`src/fetch_pkg.sv`:
```
package fetch_pkg;

  // datapath widths
  localparam int XLEN   = 64;
  localparam int INST_W = 32;
  localparam int STRB_W = XLEN / 8;

  // transaction ids carried on the bus
  localparam int ID_W = 4;
  localparam logic [ID_W-1:0] ID_FETCH = 4'd1;
  localparam logic [ID_W-1:0] ID_DATA  = 4'd2;

  // first fetch address out of reset
  localparam logic [XLEN-1:0] RESET_PC = 64'h0000_0000_8000_0000;

  // addi x0,x0,0
  localparam logic [INST_W-1:0] NOP_INST = 32'h0000_0013;

  // on-chip memory, 64-bit words
  localparam int MEM_WORDS = 256;
  // word index width, taken from address bit 3 upward
  localparam int MEM_IDX_W = $clog2(MEM_WORDS);

  // cycles from address accept to response valid
  localparam int MEM_LATENCY = 2;
  // width of the slave's latency counter
  localparam int LAT_W = $clog2(MEM_LATENCY + 1);

endpackage
```
`src/axi_lite_if.sv`:
```
`timescale 1ns/1ns

interface axi_lite_if import fetch_pkg::*; ();

  // read address
  logic              ar_valid;
  logic              ar_ready;
  logic [XLEN-1:0]   ar_addr;
  logic [ID_W-1:0]   ar_id;

  // read data
  logic              r_valid;
  logic              r_ready;
  logic [XLEN-1:0]   r_data;
  logic [ID_W-1:0]   r_id;

  // write address
  logic              aw_valid;
  logic              aw_ready;
  logic [XLEN-1:0]   aw_addr;

  // write data
  logic              w_valid;
  logic              w_ready;
  logic [XLEN-1:0]   w_data;
  logic [STRB_W-1:0] w_strb;

  // write response
  logic              b_valid;
  logic              b_ready;

  modport master (
    output ar_valid, ar_addr, ar_id, r_ready,
    output aw_valid, aw_addr, w_valid, w_data, w_strb, b_ready,
    input  ar_ready, r_valid, r_data, r_id, aw_ready, w_ready, b_valid
  );

  modport slave (
    input  ar_valid, ar_addr, ar_id, r_ready,
    input  aw_valid, aw_addr, w_valid, w_data, w_strb, b_ready,
    output ar_ready, r_valid, r_data, r_id, aw_ready, w_ready, b_valid
  );

endinterface

```
`src/axi_master.sv`:
```
`timescale 1ns/1ns

module axi_master import fetch_pkg::*; (
  input  logic              clk,
  input  logic              rst_n,
  input  logic              start_i,
  input  logic [ID_W-1:0]   id_i,
  input  logic [XLEN-1:0]   addr_i,
  input  logic              we_i,
  input  logic [XLEN-1:0]   wdata_i,
  input  logic [STRB_W-1:0] wstrb_i,
  output logic              done_o,
  output logic [ID_W-1:0]   done_id_o,
  output logic [XLEN-1:0]   rdata_o,
  axi_lite_if.master        bus
);

  typedef enum logic [2:0] {S_IDLE, S_AR, S_R, S_WR, S_B} state_t;

  state_t            state;
  logic [ID_W-1:0]   id_q;
  logic [XLEN-1:0]   addr_q;
  logic [XLEN-1:0]   wdata_q;
  logic [STRB_W-1:0] wstrb_q;
  logic              ar_valid_q;
  logic              aw_valid_q;
  logic              w_valid_q;
  logic              done_q;
  logic [ID_W-1:0]   done_id_q;
  logic [XLEN-1:0]   rdata_q;
  logic              r_fire;
  logic              b_fire;
  logic              aw_left;
  logic              w_left;

  // channel fields come straight from the captured request
  assign bus.ar_valid = ar_valid_q;
  assign bus.ar_addr  = addr_q;
  assign bus.ar_id    = id_q;
  assign bus.r_ready  = (state == S_R);
  assign bus.aw_valid = aw_valid_q;
  assign bus.aw_addr  = addr_q;
  assign bus.w_valid  = w_valid_q;
  assign bus.w_data   = wdata_q;
  assign bus.w_strb   = wstrb_q;
  assign bus.b_ready  = (state == S_B);

  assign r_fire = bus.r_valid & bus.r_ready;
  assign b_fire = bus.b_valid & bus.b_ready;

  // write channels still owed after this cycle
  assign aw_left = aw_valid_q & ~bus.aw_ready;
  assign w_left  = w_valid_q & ~bus.w_ready;

  always_ff @(posedge clk or negedge rst_n) begin
    if (!rst_n) begin
      state      <= S_IDLE;
      ar_valid_q <= 1'b0;
      aw_valid_q <= 1'b0;
      w_valid_q  <= 1'b0;
      done_q     <= 1'b0;
    end else begin
      done_q <= 1'b0;
      case (state)
        S_IDLE: begin
          if (start_i && we_i) begin
            // aw and w go out together
            aw_valid_q <= 1'b1;
            w_valid_q  <= 1'b1;
            state      <= S_WR;
          end else if (start_i) begin
            ar_valid_q <= 1'b1;
            state      <= S_AR;
          end
        end
        S_AR: begin
          if (bus.ar_ready) begin
            ar_valid_q <= 1'b0;
            state      <= S_R;
          end
        end
        S_R: begin
          if (r_fire) begin
            done_q <= 1'b1;
            state  <= S_IDLE;
          end
        end
        S_WR: begin
          // each valid drops on its own handshake
          aw_valid_q <= aw_left;
          w_valid_q  <= w_left;
          if (!aw_left && !w_left) begin
            state <= S_B;
          end
        end
        S_B: begin
          if (b_fire) begin
            done_q <= 1'b1;
            state  <= S_IDLE;
          end
        end
        default: state <= S_IDLE;
      endcase
    end
  end

  always_ff @(posedge clk) begin
    if (start_i && state == S_IDLE) begin
      id_q    <= id_i;
      addr_q  <= addr_i;
      wdata_q <= wdata_i;
      wstrb_q <= wstrb_i;
    end
    // reads return the slave's id, writes the stored one
    if (r_fire) begin
      rdata_q   <= bus.r_data;
      done_id_q <= bus.r_id;
    end else if (b_fire) begin
      done_id_q <= id_q;
    end
  end

  assign done_o    = done_q;
  assign done_id_o = done_id_q;
  assign rdata_o   = rdata_q;

  // read address stays up and steady until the slave takes it
  a_ar_hold: assert property (@(posedge clk) disable iff (!rst_n)
    bus.ar_valid && !bus.ar_ready |=> bus.ar_valid && $stable(bus.ar_addr));

endmodule

```
`src/flat_wrapper.sv`:
```
// flat-port wrapper written by rule: the top's interface ports become plain ports
module axi_master_flat import fetch_pkg::*;
  (clk, rst_n, start_i, id_i, addr_i, we_i, wdata_i, wstrb_i, done_o, done_id_o, rdata_o, bus_ar_valid, bus_ar_addr, bus_ar_id, bus_r_ready, bus_aw_valid, bus_aw_addr, bus_w_valid, bus_w_data, bus_w_strb, bus_b_ready, bus_ar_ready, bus_r_valid, bus_r_data, bus_r_id, bus_aw_ready, bus_w_ready, bus_b_valid);
  axi_lite_if bus_i ();
  input  logic clk;
  input  logic rst_n;
  input  logic start_i;
  input  logic [ID_W-1:0] id_i;
  input  logic [XLEN-1:0] addr_i;
  input  logic we_i;
  input  logic [XLEN-1:0] wdata_i;
  input  logic [STRB_W-1:0] wstrb_i;
  output logic done_o;
  output logic [ID_W-1:0] done_id_o;
  output logic [XLEN-1:0] rdata_o;
  output wire logic [$bits(bus_i.ar_valid)-1:0] bus_ar_valid;
  output wire logic [$bits(bus_i.ar_addr)-1:0] bus_ar_addr;
  output wire logic [$bits(bus_i.ar_id)-1:0] bus_ar_id;
  output wire logic [$bits(bus_i.r_ready)-1:0] bus_r_ready;
  output wire logic [$bits(bus_i.aw_valid)-1:0] bus_aw_valid;
  output wire logic [$bits(bus_i.aw_addr)-1:0] bus_aw_addr;
  output wire logic [$bits(bus_i.w_valid)-1:0] bus_w_valid;
  output wire logic [$bits(bus_i.w_data)-1:0] bus_w_data;
  output wire logic [$bits(bus_i.w_strb)-1:0] bus_w_strb;
  output wire logic [$bits(bus_i.b_ready)-1:0] bus_b_ready;
  input wire logic [$bits(bus_i.ar_ready)-1:0] bus_ar_ready;
  input wire logic [$bits(bus_i.r_valid)-1:0] bus_r_valid;
  input wire logic [$bits(bus_i.r_data)-1:0] bus_r_data;
  input wire logic [$bits(bus_i.r_id)-1:0] bus_r_id;
  input wire logic [$bits(bus_i.aw_ready)-1:0] bus_aw_ready;
  input wire logic [$bits(bus_i.w_ready)-1:0] bus_w_ready;
  input wire logic [$bits(bus_i.b_valid)-1:0] bus_b_valid;
  assign bus_ar_valid = bus_i.ar_valid;
  assign bus_ar_addr = bus_i.ar_addr;
  assign bus_ar_id = bus_i.ar_id;
  assign bus_r_ready = bus_i.r_ready;
  assign bus_aw_valid = bus_i.aw_valid;
  assign bus_aw_addr = bus_i.aw_addr;
  assign bus_w_valid = bus_i.w_valid;
  assign bus_w_data = bus_i.w_data;
  assign bus_w_strb = bus_i.w_strb;
  assign bus_b_ready = bus_i.b_ready;
  assign bus_i.ar_ready = bus_ar_ready;
  assign bus_i.r_valid = bus_r_valid;
  assign bus_i.r_data = bus_r_data;
  assign bus_i.r_id = bus_r_id;
  assign bus_i.aw_ready = bus_aw_ready;
  assign bus_i.w_ready = bus_w_ready;
  assign bus_i.b_valid = bus_b_valid;
  axi_master u_core (.clk(clk), .rst_n(rst_n), .start_i(start_i), .id_i(id_i), .addr_i(addr_i), .we_i(we_i), .wdata_i(wdata_i), .wstrb_i(wstrb_i), .done_o(done_o), .done_id_o(done_id_o), .rdata_o(rdata_o), .bus(bus_i));
endmodule
```
`config.mk`:
```
export PLATFORM = sky130hd
export DESIGN_NAME = axi_master_flat
export DESIGN_NICKNAME = d
export VERILOG_FILES = /design/src/fetch_pkg.sv /design/src/axi_lite_if.sv /design/src/axi_master.sv /design/src/flat_wrapper.sv
export SDC_FILE = /design/constraint.sdc
export NUM_CORES = 1
export LEC_CHECK = 0
export ABC_AREA = 0
export BUFFER_PORTS_ARGS = -buffer_cell sky130_fd_sc_hd__buf_2
export CORE_AREA = 5 5 189 191
export DETAILED_ROUTE_END_ITERATION = 10
export DIE_AREA = 0 0 194 196
export HOLD_SLACK_MARGIN = 0.12
export REMOVE_ABC_BUFFERS = 1
export SYNTH_ARGS = -nofsm -noshare
export SYNTH_HDL_FRONTEND = slang
export SYNTH_SLANG_ARGS = --single-unit
```
`constraint.sdc`:
```
create_clock -name clk -period 18.3 [get_ports clk]
set_input_delay 0.915 -clock clk [delete_from_list [all_inputs] [get_ports clk]]
set_output_delay 0.915 -clock clk [all_outputs]
set_load 0.01 [all_outputs]
```
======== Word-level counts from Yosys, hierarchy flattened ========
Index checks and enable logic that the tools add are counted.
word-level totals
  register bits after elaboration ......... 215
  bits of input ports ..................... 217
  output and inout port bits .............. 278
  logic and storage cells ................. 60
operators by class
  equality and inequality tests ........... 12
  muxes and demuxes ....................... 19
  bitwise logic cells ..................... 6
  reductions and logical operators ........ 12
operators with widths
  cell                count
  $mux 3              6
  $pmux 3 s5          1
  $ne 2x2->1 const B  5
  $mux 4              2
  $pmux 1 s2          4
  $eq 3x2->1 const B  2
  $mux 1              6
  $reduce_bool 2->1   3
  $reduce_and 5->1    1
  $and 1x1->1         4
  $ne 2x1->1 const B  2
  $reduce_and 4->1    1
  $eq 3x1->1 const B  1
  $eq 3x3->1 const B  1
  $logic_and 1x1->1   3
  $logic_not 3->1     1
  $ne 3x2->1 const B  1
  $logic_not 1->1     2
  $not 1->1           2
  $reduce_and 2->1    1

======== Logic depth before layout (Yosys ltp) ========
Gate-level depths: netlist (run 1).
  depth in word-level cells ............... 6
  gate-level depth with buffers ........... 5
  depth with buffers taken out ............ 4

======== Worst setup path after synthesis (run 1) ========
Ideal clock, no wire load.
  path type ............................... input-to-reg
  start point ............................. in start_i
  end point ............................... reg u_core.aw_valid_q (netlist: u_core.bus.aw_valid)
  setup time .............................. 0.105 ns
  arrival ................................. 9.318 ns
  required time ........................... 18.195 ns
  slack ................................... 8.877 ns
  stages on the path ...................... 3
  path buffers ............................ 0
  cells stage by stage .................... nor4b_2 a21oi_1 a21oi_1
between the ends
  longest elaborated chain between the ends .. 3
RTL lines
  item                               line               source
  from (decl)                        flat_wrapper.sv:7  input logic start_i;
  $logic_and 1x1->1                  axi_master.sv:66   if (start_i && we_i) begin
  $ne 2x1->1 (no source line)        -
  $reduce_and 2->1 (no source line)  -
  to (signal assigned)               axi_master.sv:90   aw_valid_q <= aw_left;
  to (decl)                          axi_master.sv:26   logic aw_valid_q;
Every way passes these cells.
A chain may end at the register's enable or synchronous reset.

======== Worst setup path in the final report (run 1) ========
  start point ............................. reg u_core.state[1]
  end point ............................... out bus_b_ready
between the ends
  longest elaborated chain between the ends .. 1
RTL lines
  item                    line                source
  from (decl)             axi_master.sv:20    state_t state;
  from (signal assigned)  axi_master.sv:57    state <= S_IDLE;
  from (signal assigned)  axi_master.sv:70    state <= S_WR;
  from (signal assigned)  axi_master.sv:73    state <= S_AR;
  $eq 3x3->1              axi_master.sv:46    assign bus.b_ready = (state == S_B);
  to (decl)               flat_wrapper.sv:25  output wire logic [$bits(bus_i.b_ready)-1:0] bus_b_ready;
Every way passes these cells.

==> impl_metrics.tcl, run 1 <==
set metrics [dict create \
    status "finished clean" \
    die_area_um2 38000 \
    grt_max_degree 74 \
    coreArea_um2 33900 \
    drc 0 \
    cts-buffers-inserted 23 \
    yosys.area.top_type "edfxtp_1" \
    ios 495 \
    cp_slowest_cell "dfrtp_1" \
    path_depth 4 \
    synth_seq_cells 215 \
    ys_warn_count 0 \
    synthTopCellsByCount "edfxtp_1, buf_4, dfrtp_1" \
    p_leak_nw 4.45 \
    fmax_mhz 416 \
    crit_chain "nor2_1 -> nand2_1 -> inv_1 -> buf_2" \
    rows 68 \
    yosys.area.top_type_share 0.868 \
    hold_ws_ps 235 \
    switching_share 0.290 \
    final_util 0.309 \
    critPathKind "flip-flop to output port" \
    grt-ovfl-total 0 \
    setup_viol 0 \
    finalHoldViolCount 0 \
    track_usage 0.106 \
    cp.arrival_ps 1490 \
    postSynthCellCount 317 \
    ys_seq_area_frac 0.893 \
    routedWlPerCell_um 18.0 \
    dr_total_vias 4600 \
    power_frac_comb 0.204 \
    min_period_ps 2410 \
    fin_cells 1246 \
    wirelength_um 22400 \
    avgSynthCellArea_um2 22.7 \
    clkSlewWorstSetupHoldPaths_ps 60 \
    worst_pin_slew_ps 937 \
    max-slew-margin-rel 0.375 \
    gp_congestion 0.870 \
    grt_first_pass_wirelength_um 30900 \
    grt_antenna_before_repair 5 \
    drive_above_1_share 0.681 \
    peakVddDrop_mv 0.0691 \
    die_w_um 194 \
    post-route-period-util 0.131 \
    switchingPower_mw 0.419 \
    synth.top_cells.by_area "edfxtp_1, buf_4, dfrtp_1, mux2_4, a21oi_1" \
    dp_hpwl_um 17700 \
    clock_latency_ps 520 \
    final.setup.tns_ps 0 \
    fp.dieH_um 196 \
    fill_cells 3402 \
    yosysMostFrequentCell "edfxtp_1" \
    grt_pass1_vias 4836 \
    cp_num_buf_inv 2 \
    io_buffers 494 \
    maxCapViolCount 0 \
    viasPerCell 3.69 \
    synth_edf_count 208 \
    worst_path_largest_cell_delay_ps 500 \
    finalClockSkew_ps 18.4 \
    crit_path_start_kind "flip-flop" \
    htreeDepth 1 \
    maxSlewViolCount 0 \
    p_seq_frac 0.495 \
    fin_nets 990 \
    powerDensity_nw_per_um2 138 \
    drt_iter0_drc 159 \
    critical-path-top-delay-family "flip-flops" \
    initial_core_util 0.212 \
    tritoncts "yes" \
    p_total_mw 1.45 \
    worst-endpoint-required_ps 17390 \
    antenna_left 0 \
    hp-class "input port to asynchronous set/reset pin" \
    syn_area_um2 7190 \
    yosys_most_used_dff "edfxtp_1" \
    rr_worst_depth 3 \
    power_frac_clock 0.302 \
    synth_async_sr_flop_share 0.0326 \
    end_kind "output port" \
    post_cts.repair.setup_buffers 0 \
    placed_cells 1203 \
    dr.pass1.iters 4 \
    areaGrowthSynthToFinish_pct 45.6 \
    p_int_mw 1.03 \
    synth_cell_types 23 \
    cts_sinks 215 \
    cts_hold_buf 0 \
    root_buffer "clkbuf_16" \
    post_cts_resized 0 \
    rsz0062_at_grt "no" \
    cp_max_fo 10 \
    clock_path_buffers 3 \
]
## layout make-up
type	count	area, µm²	share of cell area
Antenna cell	2	5.00	0.000478
Clock buffer	28	594	0.0567
Clock inverter	13	109	0.0104
Inverter	3	11.3	0.00108
Multi-Input combinational cell	33	270	0.0258
Sequential cell	215	6420	0.613
Tap cell	455	569	0.0543
Timing Repair Buffer	497	2490	0.238
## layer usage
| metal | track usage | part of all wire |
|---|---|---|
| met1 | 0.111 | 0.35 |
| met2 | 0.188 | 0.50 |
| met3 | 0.0519 | 0.12 |
| met4 | 0.0305 | 0.018 |
| met5 | 0 | 0.0018 |
## path summary, 6_finish.rpt
| path | startpoint | to | slack [ps] |
|---|---|---|---|
| max | u_core.state[1] | bus_b_ready | 15890 |
| min | rst_n | u_core.done_o | 230 |
| max reg2reg | u_core.state[1] | u_core.bus.ar_addr[4] | 15950 |
| min reg2reg | u_core.bus.ar_valid | u_core.bus.ar_valid | 570 |
| max in group asynchronous | rst_n | u_core.state[1] | 17900 |
| min in group clk | wdata_i[32] | u_core.bus.w_data[32] | 560 |
## cell families after synthesis
logic type | share of synthesized area
flip-flops | 0.893
buffers and inverters | 0.0715
AND/OR/NAND/NOR | 0.0160
AO/OA/AOI/OAI | 0.0117
multiplexers | 0.00835
## power groups by stage
| stage | logic [mW] | registers (mW) | clock network [mW] |
|---|---|---|---|
| after floorplan | 0.0640 | 0.803 | 0 |
| after global placement | 0.301 | 0.723 | 0 |
| after detailed placement | 0.302 | 0.724 | 0 |
| after CTS | 0.302 | 0.718 | 0.454 |
| after global routing | 0.318 | 0.726 | 0.472 |
| final | 0.295 | 0.715 | 0.437 |
## registers in the layout, summed over array words and instances (netlist names)
signal,flops
u_core.bus.ar_addr,64
u_core.bus.ar_id,4
u_core.bus.ar_valid,1
u_core.bus.aw_valid,1
u_core.bus.w_data,64
u_core.bus.w_strb,8
u_core.bus.w_valid,1
u_core.done_id_o,4
u_core.done_o,1
u_core.rdata_o,64
u_core.state,3
## through the flow
step,worst slack (ps),area (µm²)
after floorplan,8880,6690
after global placement,15550,9770
after detailed placement,15510,9770
after CTS,15870,10500
after global routing,15760,10500
final,15890,10500
## worst register-to-register path: stages, from the launching register on
cell,delay (ps)
dfrtp_1,500
nor4b_4,310
buf_4,340
buf_4,760
## layout by cell type, fill, tap and decap left out
master | netlist | layout
buf_2 | 0 | 494
edfxtp_1 | 208 | 208
clkbuf_16 | 0 | 23
dfrtp_1 | 7 | 7
a21oi_1 | 5 | 5
clkbuf_1 | 0 | 5
mux2_4 | 4 | 4
nor2b_1 | 4 | 4
clkinv_1 | 0 | 4
clkinv_2 | 0 | 4
inv_1 | 3 | 3
buf_4 | 64 | 3
diode_2 | 0 | 2
nor2_1 | 2 | 2
a21o_1 | 2 | 2
o311ai_0 | 2 | 2
o31ai_1 | 2 | 2
nand2b_1 | 2 | 2
clkinvlp_4 | 0 | 2
nor3b_2 | 1 | 1
and2_4 | 0 | 1
nand2_1 | 1 | 1
nor4b_4 | 0 | 1
a31oi_1 | 1 | 1
or2_2 | 1 | 1
and3b_1 | 1 | 1
or3b_1 | 1 | 1
o21ai_0 | 1 | 1
nor4b_1 | 1 | 1
inv_16 | 0 | 1
bufinv_16 | 0 | 1
clkinv_4 | 0 | 1
No activity file was read; power rests on OpenSTA's default activity.
==> run 2: changes to the inputs <==
--- a/config.mk
+++ b/config.mk
@@ -5,11 +5,11 @@
 export SDC_FILE = /design/constraint.sdc
 export NUM_CORES = 1
 export LEC_CHECK = 0
-export ABC_AREA = 0
+export ABC_AREA = 1
 export BUFFER_PORTS_ARGS = -buffer_cell sky130_fd_sc_hd__buf_2
-export CORE_AREA = 5 5 189 191
+export CORE_AREA = 5 5 190 192
 export DETAILED_ROUTE_END_ITERATION = 10
-export DIE_AREA = 0 0 194 196
+export DIE_AREA = 0 0 195 197
 export HOLD_SLACK_MARGIN = 0.12
 export REMOVE_ABC_BUFFERS = 1
 export SYNTH_ARGS = -nofsm -noshare
==> constraint.sdc (replaced) <==
create_clock -name clk -period 2.3 [get_ports clk]
set_input_delay 0.115 -clock clk [delete_from_list [all_inputs] [get_ports clk]]
set_output_delay 0.115 -clock clk [all_outputs]
set_load 0.01 [all_outputs]
==> run 2 against run 1 <==
Against the previous run: first-iteration DRC count grew 30%; sequential share of layout area is 11 points lower; cell count rose by 21%; critical path depth increased by 5; via count up 22%; clock-buffer cell count down 3; critical path type is now flip-flop to flip-flop; area after synthesis is 0.12% higher; power grew to 8.5 times the previous value; non-clock buffer count grew 229; clock power grew to 8.1 times the previous value; highest routed layer is now met4.
==> impl_metrics.tcl, run 2 <==
set metrics [dict create \
    clkSlewWorstSetupHoldPaths_ps 60 \
    rows 68 \
    drc 0 \
    synth_async_sr_flop_share 0.0326 \
    avgSynthCellArea_um2 20.8 \
    fmax_mhz 463 \
    rsz0062_at_grt "no" \
    yosys.area.top_type "edfxtp_1" \
    ys_warn_count 0 \
    postSynthCellCount 346 \
    reg2reg_to "u_core.state[1]" \
    peakVddDrop_mv 0.547 \
    p_leak_nw 5.52 \
    drive_above_1_share 0.517 \
    worst-endpoint-required_ps 2740 \
    worst_pin_slew_ps 689 \
    hp-class "input port to flip-flop" \
    worstReg2RegStart "u_core.state[0]" \
    crit_start "u_core.state[0]" \
    post-route-period-util 0.940 \
    antenna_left 0 \
    switchingPower_mw 3.52 \
    max-slew-margin-rel 0.536 \
    viasPerCell 3.74 \
    tritoncts "yes" \
    syn_area_um2 7200 \
    drt_iter0_drc 206 \
    ios 495 \
    initial_core_util 0.211 \
    dr.pass1.iters 4 \
    maxCapViolCount 0 \
    cp.arrival_ps 2610 \
    maxSlewViolCount 0 \
    track_usage 0.128 \
    hold_ws_ps 314 \
    r2r_slack_ps 140 \
    finalClockSkew_ps 14.5 \
    end_kind "flip-flop" \
    synth_cell_types 18 \
    synth_seq_cells 215 \
    die_w_um 195 \
    setup_viol 0 \
    layout_commonest_cell "buf_2" \
    status "finished clean" \
    min_period_ps 2160 \
    htreeDepth 1 \
    routedWlPerCell_um 17.8 \
    yosys.area.top_type_share 0.867 \
    finalHoldViolCount 0 \
    die_area_um2 38400 \
    clock_latency_ps 500 \
    critPathKind "flip-flop to flip-flop" \
    crit_end "u_core.state[1]" \
    cts_sinks 215 \
    yosysMostFrequentCell "edfxtp_1" \
    clock_path_buffers 3 \
    fill_cells 3153 \
    rr_worst_depth 9 \
    dr_total_vias 5627 \
    grt-ovfl-total 0 \
    gp_congestion 0.834 \
    coreArea_um2 34200 \
    yosys_most_used_dff "edfxtp_1" \
    io_buffers 494 \
    powerDensity_nw_per_um2 954 \
    root_buffer "clkbuf_16" \
    switching_share 0.287 \
    power_frac_comb 0.244 \
    areaGrowthSynthToFinish_pct 78.3 \
    crit_path_start_kind "flip-flop" \
    grt_first_pass_wirelength_um 38100 \
    layout_common_cells "buf_2, dlygate4sd3_1, edfxtp_1, nand2_1, clkbuf_16" \
    grt_pass1_vias 6248 \
    fp.dieH_um 197 \
    cts-buffers-inserted 22 \
    ys_seq_area_frac 0.891 \
    p_int_mw 8.73 \
    worst_slack_ps 139 \
    synthTopCellsByCount "edfxtp_1, buf_4, nand2_1" \
    synth.top_cells.by_area "edfxtp_1, buf_4, dfrtp_1, nand2_1, inv_1" \
    pre_cts_ws_ps 609 \
    wirelength_um 26800 \
    grt_antenna_before_repair 2 \
    dp_hpwl_um 18900 \
    synth_edf_count 208 \
    fin_nets 1249 \
    cp_max_fo 44 \
    p_seq_frac 0.466 \
    grt_max_degree 60 \
    power_frac_clock 0.290 \
]
run 2: cell count changes in the layout (fill, tap and decap cells not counted), sizes merged, moves of 5 or more:
cell	previous run	this run
dlygate4sd3	0	226
nand2	1	30
inv	4	17
nand3	0	8
a21oi	5	0
run 2: how the worst min path moves through the flow:
stage / cells after the start / slack, ps / end / from
after floorplan: 0 / -180 / u_core.bus.ar_valid / rst_n
after global placement: 1 / -40 / u_core.done_o / rst_n
after detailed placement: 1 / -30 / u_core.state[0] / rst_n
after CTS: 2 / 270 / u_core.bus.ar_addr[24] / addr_i[24]
after global routing: 2 / 280 / u_core.bus.ar_addr[3] / addr_i[3]
final: 2 / 310 / u_core.bus.w_strb[7] / wstrb_i[7]
run 2: cell type report:
class / count / area [µm²] / area share
sequential: 215 / 6420 / 0.500
timing repair buffer: 726 / 4820 / 0.375
clock buffer: 25 / 583 / 0.0454
tap: 455 / 569 / 0.0443
multi-input combinational: 49 / 236 / 0.0184
clock inverter: 14 / 139 / 0.0108
inverter: 18 / 75.1 / 0.00584
antenna: 1 / 2.50 / 0.000195
run 2: cells by family (layout without fill, tap and decap cells):
family | count (synthesis) | count (layout) | synth area share
and+or+nand+nor | 42 | 42 | 0.0268
buffers and inverters | 82 | 783 | 0.0764
AOI/OAI and AO/OA | 7 | 7 | 0.00539
DFF | 215 | 215 | 0.891
other | 0 | 1 | 0
run 2: power groups by stage:
stage / Clock [mW] / Sequential [mW] / Combinational (mW)
floorplan: 0 / 6.25 / 0.558
global placement: 0 / 5.76 / 2.60
detailed placement: 0 / 5.76 / 2.59
CTS: 3.68 / 5.71 / 3.01
global route: 3.85 / 5.79 / 3.20
finish: 3.55 / 5.71 / 2.99
run 2: metal layers:
metal / track usage / routed length, µm
met2: 0.233 / 13500
met4: 0.0401 / 863
met3: 0.0523 / 3040
met5: 0 / 0
met1: 0.135 / 9400
run 2: timing repair:
action                                 CTS  global route
setup buffers                            0             0
gates resized for setup                  0             2
setup endpoints to repair                0             3
endpoints found under the hold margin  242             0
hold buffers                           227             0
run 2: per-stage QoR:
step / setup TNS, ps / cell area, µm² / util / cells / power, mW
4_1_cts: 0 / 12800 / 0.376 / 1503 / 12.4
2_1_floorplan: -49660 / 6720 / - / 282 / 6.81
5_1_grt: 0 / 12800 / 0.376 / 1503 / 12.8
3_3_place_gp: 0 / 9850 / 0.288 / 1237 / 8.36
6_report: 0 / 12800 / 0.376 / 1503 / 12.3
3_5_place_dp: 0 / 9850 / 0.288 / 1237 / 8.35
run 2: worst max-delay path, stage by stage, from the launching register on:
cell           delay (ps)
dfrtp_1               460
nor2_4                180
nand3_2               140
inv_6                 170
buf_12                270
nand2_2               110
nand2_1                80
nand3_1                70
nand2_1                60
dlygate4sd3_1         540
==> run 3: changes to the inputs <==
--- a/config.mk
+++ b/config.mk
@@ -7,9 +7,9 @@
 export LEC_CHECK = 0
 export ABC_AREA = 1
 export BUFFER_PORTS_ARGS = -buffer_cell sky130_fd_sc_hd__buf_2
-export CORE_AREA = 5 5 190 192
+export CORE_AREA = 5 5 188 190
 export DETAILED_ROUTE_END_ITERATION = 10
-export DIE_AREA = 0 0 195 197
+export DIE_AREA = 0 0 193 195
 export HOLD_SLACK_MARGIN = 0.12
 export REMOVE_ABC_BUFFERS = 1
 export SYNTH_ARGS = -nofsm -noshare
==> run 3 against run 2 <==
Against the previous run: final area is 1.4% higher; combinational power hardly changed; critical path depth grew 1; routed wire length rose by 0.12%; sequential power about the same; hold slack worse by 8.3 ps; clock-buffer cell count unchanged; utilization up 1.6 points; cell count is 0.40% higher; worst setup slack gained 99 ps; highest routed layer unchanged.
==> impl_metrics.tcl, run 3 (synthesis gave the netlist of run 2 again) <==
set metrics [dict create \
    status "finished clean" \
    dp_hpwl_um 19000 \
    grt_first_pass_wirelength_um 37400 \
    fmax_mhz 485 \
    cp.arrival_ps 2450 \
    fp.dieH_um 195 \
    tritoncts "yes" \
    end_kind "flip-flop" \
    met3_usage 0.0470 \
    worst_path_largest_cell_delay_ps 530 \
    ios 495 \
    initial_core_util 0.216 \
    maxCapViolCount 0 \
    worst_slack_ps 238 \
    layout_commonest_cell "buf_2" \
    gp_congestion 0.783 \
    peakVddDrop_mv 0.797 \
    finalClockSkew_ps 6.88 \
    dr.pass1.iters 4 \
    cts-buffers-inserted 24 \
    drive_above_1_share 0.527 \
    rows 67 \
    max-slew-margin-rel 0.468 \
    track_usage 0.130 \
    cp_num_buf_inv 5 \
    grt-ovfl-total 0 \
    worst_pin_slew_ps 790 \
    htreeDepth 1 \
    clock_path_buffers 3 \
    worst-endpoint-required_ps 2680 \
    use_met2 0.246 \
    final.setup.tns_ps 0 \
    crit_path_frequent_cell "nand2_1" \
    routedWlPerCell_um 17.8 \
    clock_latency_ps 520 \
    hp-class "input port to flip-flop" \
    viasPerCell 3.77 \
    grt_pass1_vias 6297 \
    grt_max_degree 40 \
    post-route-period-util 0.897 \
    maxSlewViolCount 0 \
    grt_use_met1 0.133 \
    io_buffers 494 \
    layout_common_cells "buf_2, dlygate4sd3_1, edfxtp_1, nand2_1, clkbuf_16" \
    clkSlewWorstSetupHoldPaths_ps 60 \
    post_cts.repair.setup_buffers 0 \
    grt_antenna_before_repair 2 \
    powerDensity_nw_per_um2 983 \
    setup_viol 0 \
    drc 0 \
    areaGrowthSynthToFinish_pct 80.8 \
    wirelength_um 26800 \
    cts_sinks 215 \
    p_leak_nw 5.63 \
    root_buffer "clkbuf_16" \
    drt_iter0_drc 251 \
    rsz0062_at_grt "no" \
    fin_nets 1258 \
    pre_cts_ws_ps 482 \
    cp_slowest_cell "dlygate4sd3_1" \
    dr_total_vias 5694 \
    die_w_um 193 \
    critical-path-top-delay-family "buffers and inverters" \
    antenna_left 0 \
    cp_max_fo 17 \
    critPathKind "flip-flop to flip-flop" \
    finalHoldViolCount 0 \
    crit_chain "inv_1 -> nor2_1 -> nand2_1 -> inv_2 -> nand2_4 -> inv_4 -> buf_4 -> nand2_1 -> nand2_1 -> dlygate4sd3_1" \
    min_period_ps 2060 \
    coreArea_um2 33300 \
    grt-busiest-layer "met2" \
    crit_path_start_kind "flip-flop" \
    die_area_um2 37600 \
]
-- run 3: per-layer routing --
layer  part of all wire  vias to the layer above  wire length [µm]
met5                  0                        -                 0
met2               0.51                      363             13700
li1                   -                     2604                 -
met4              0.030                        0               809
met3               0.11                       39              3050
met1               0.35                     2688              9250
-- run 3: worst reg2reg max path: stages (launching register included) --
cell	delay [ps]
dfrtp_1	410
inv_1	90
nor2_1	140
nand2_1	80
inv_2	80
nand2_4	80
inv_4	200
buf_4	210
nand2_1	60
nand2_1	50
dlygate4sd3_1	530
-- run 3: what timing repair did --
item	4_1_cts	5_1_grt
hold endpoints to repair	235	0
hold buffers	227	0
endpoints found under the setup margin	0	2
resized for setup	0	3
-- run 3: final timing paths --
| check | start | endpoint | slack, ps | depth (start not counted) |
|---|---|---|---|---|
| hold reg to reg | u_core.bus.ar_valid | u_core.bus.ar_valid | 560 | 2 |
| min in group asynchronous | rst_n | u_core.bus.ar_valid | 580 | 3 |
| max in group asynchronous | rst_n | u_core.state[0] | 1440 | 3 |
| hold / removal | bus_r_data[9] | u_core.rdata_o[9] | 310 | 2 |
| setup / recovery | u_core.state[1] | u_core.done_id_o[2] | 240 | 10 |
| setup reg to reg | u_core.state[1] | u_core.done_id_o[2] | 240 | 10 |
-- run 3: final cells by class --
type                            instances  area [µm²]
Tap cell                              448         561
Multi-Input combinational cell         49         236
Timing Repair Buffer                  733        4870
Clock buffer                           25         626
Clock inverter                         19         228
Inverter                               18        75.1
Fill cell                            3027       20300
Sequential cell                       215        6420
Antenna cell                            2        5.00
-- run 3: where the power goes --
group	internal, mW	leakage, nW	switching [mW]
registers	5.34	2.01	0.356
logic	1.30	3.20	1.72
clock network	2.53	0.419	1.55
total	9.17	5.63	3.63
-- run 3: stage by stage --
step	std cells	power (mW)	hold WS, ps	instance area [µm²]	util
final	1509	12.8	306	13000	0.391
after global routing	1508	13.4	285	13000	0.391
after CTS	1508	13.0	264	13000	0.391
after detailed placement	1237	8.38	-32.9	9900	0.297
after global placement	1237	8.37	-34.4	9900	0.297
after floorplan	282	6.81	-181	6720	-
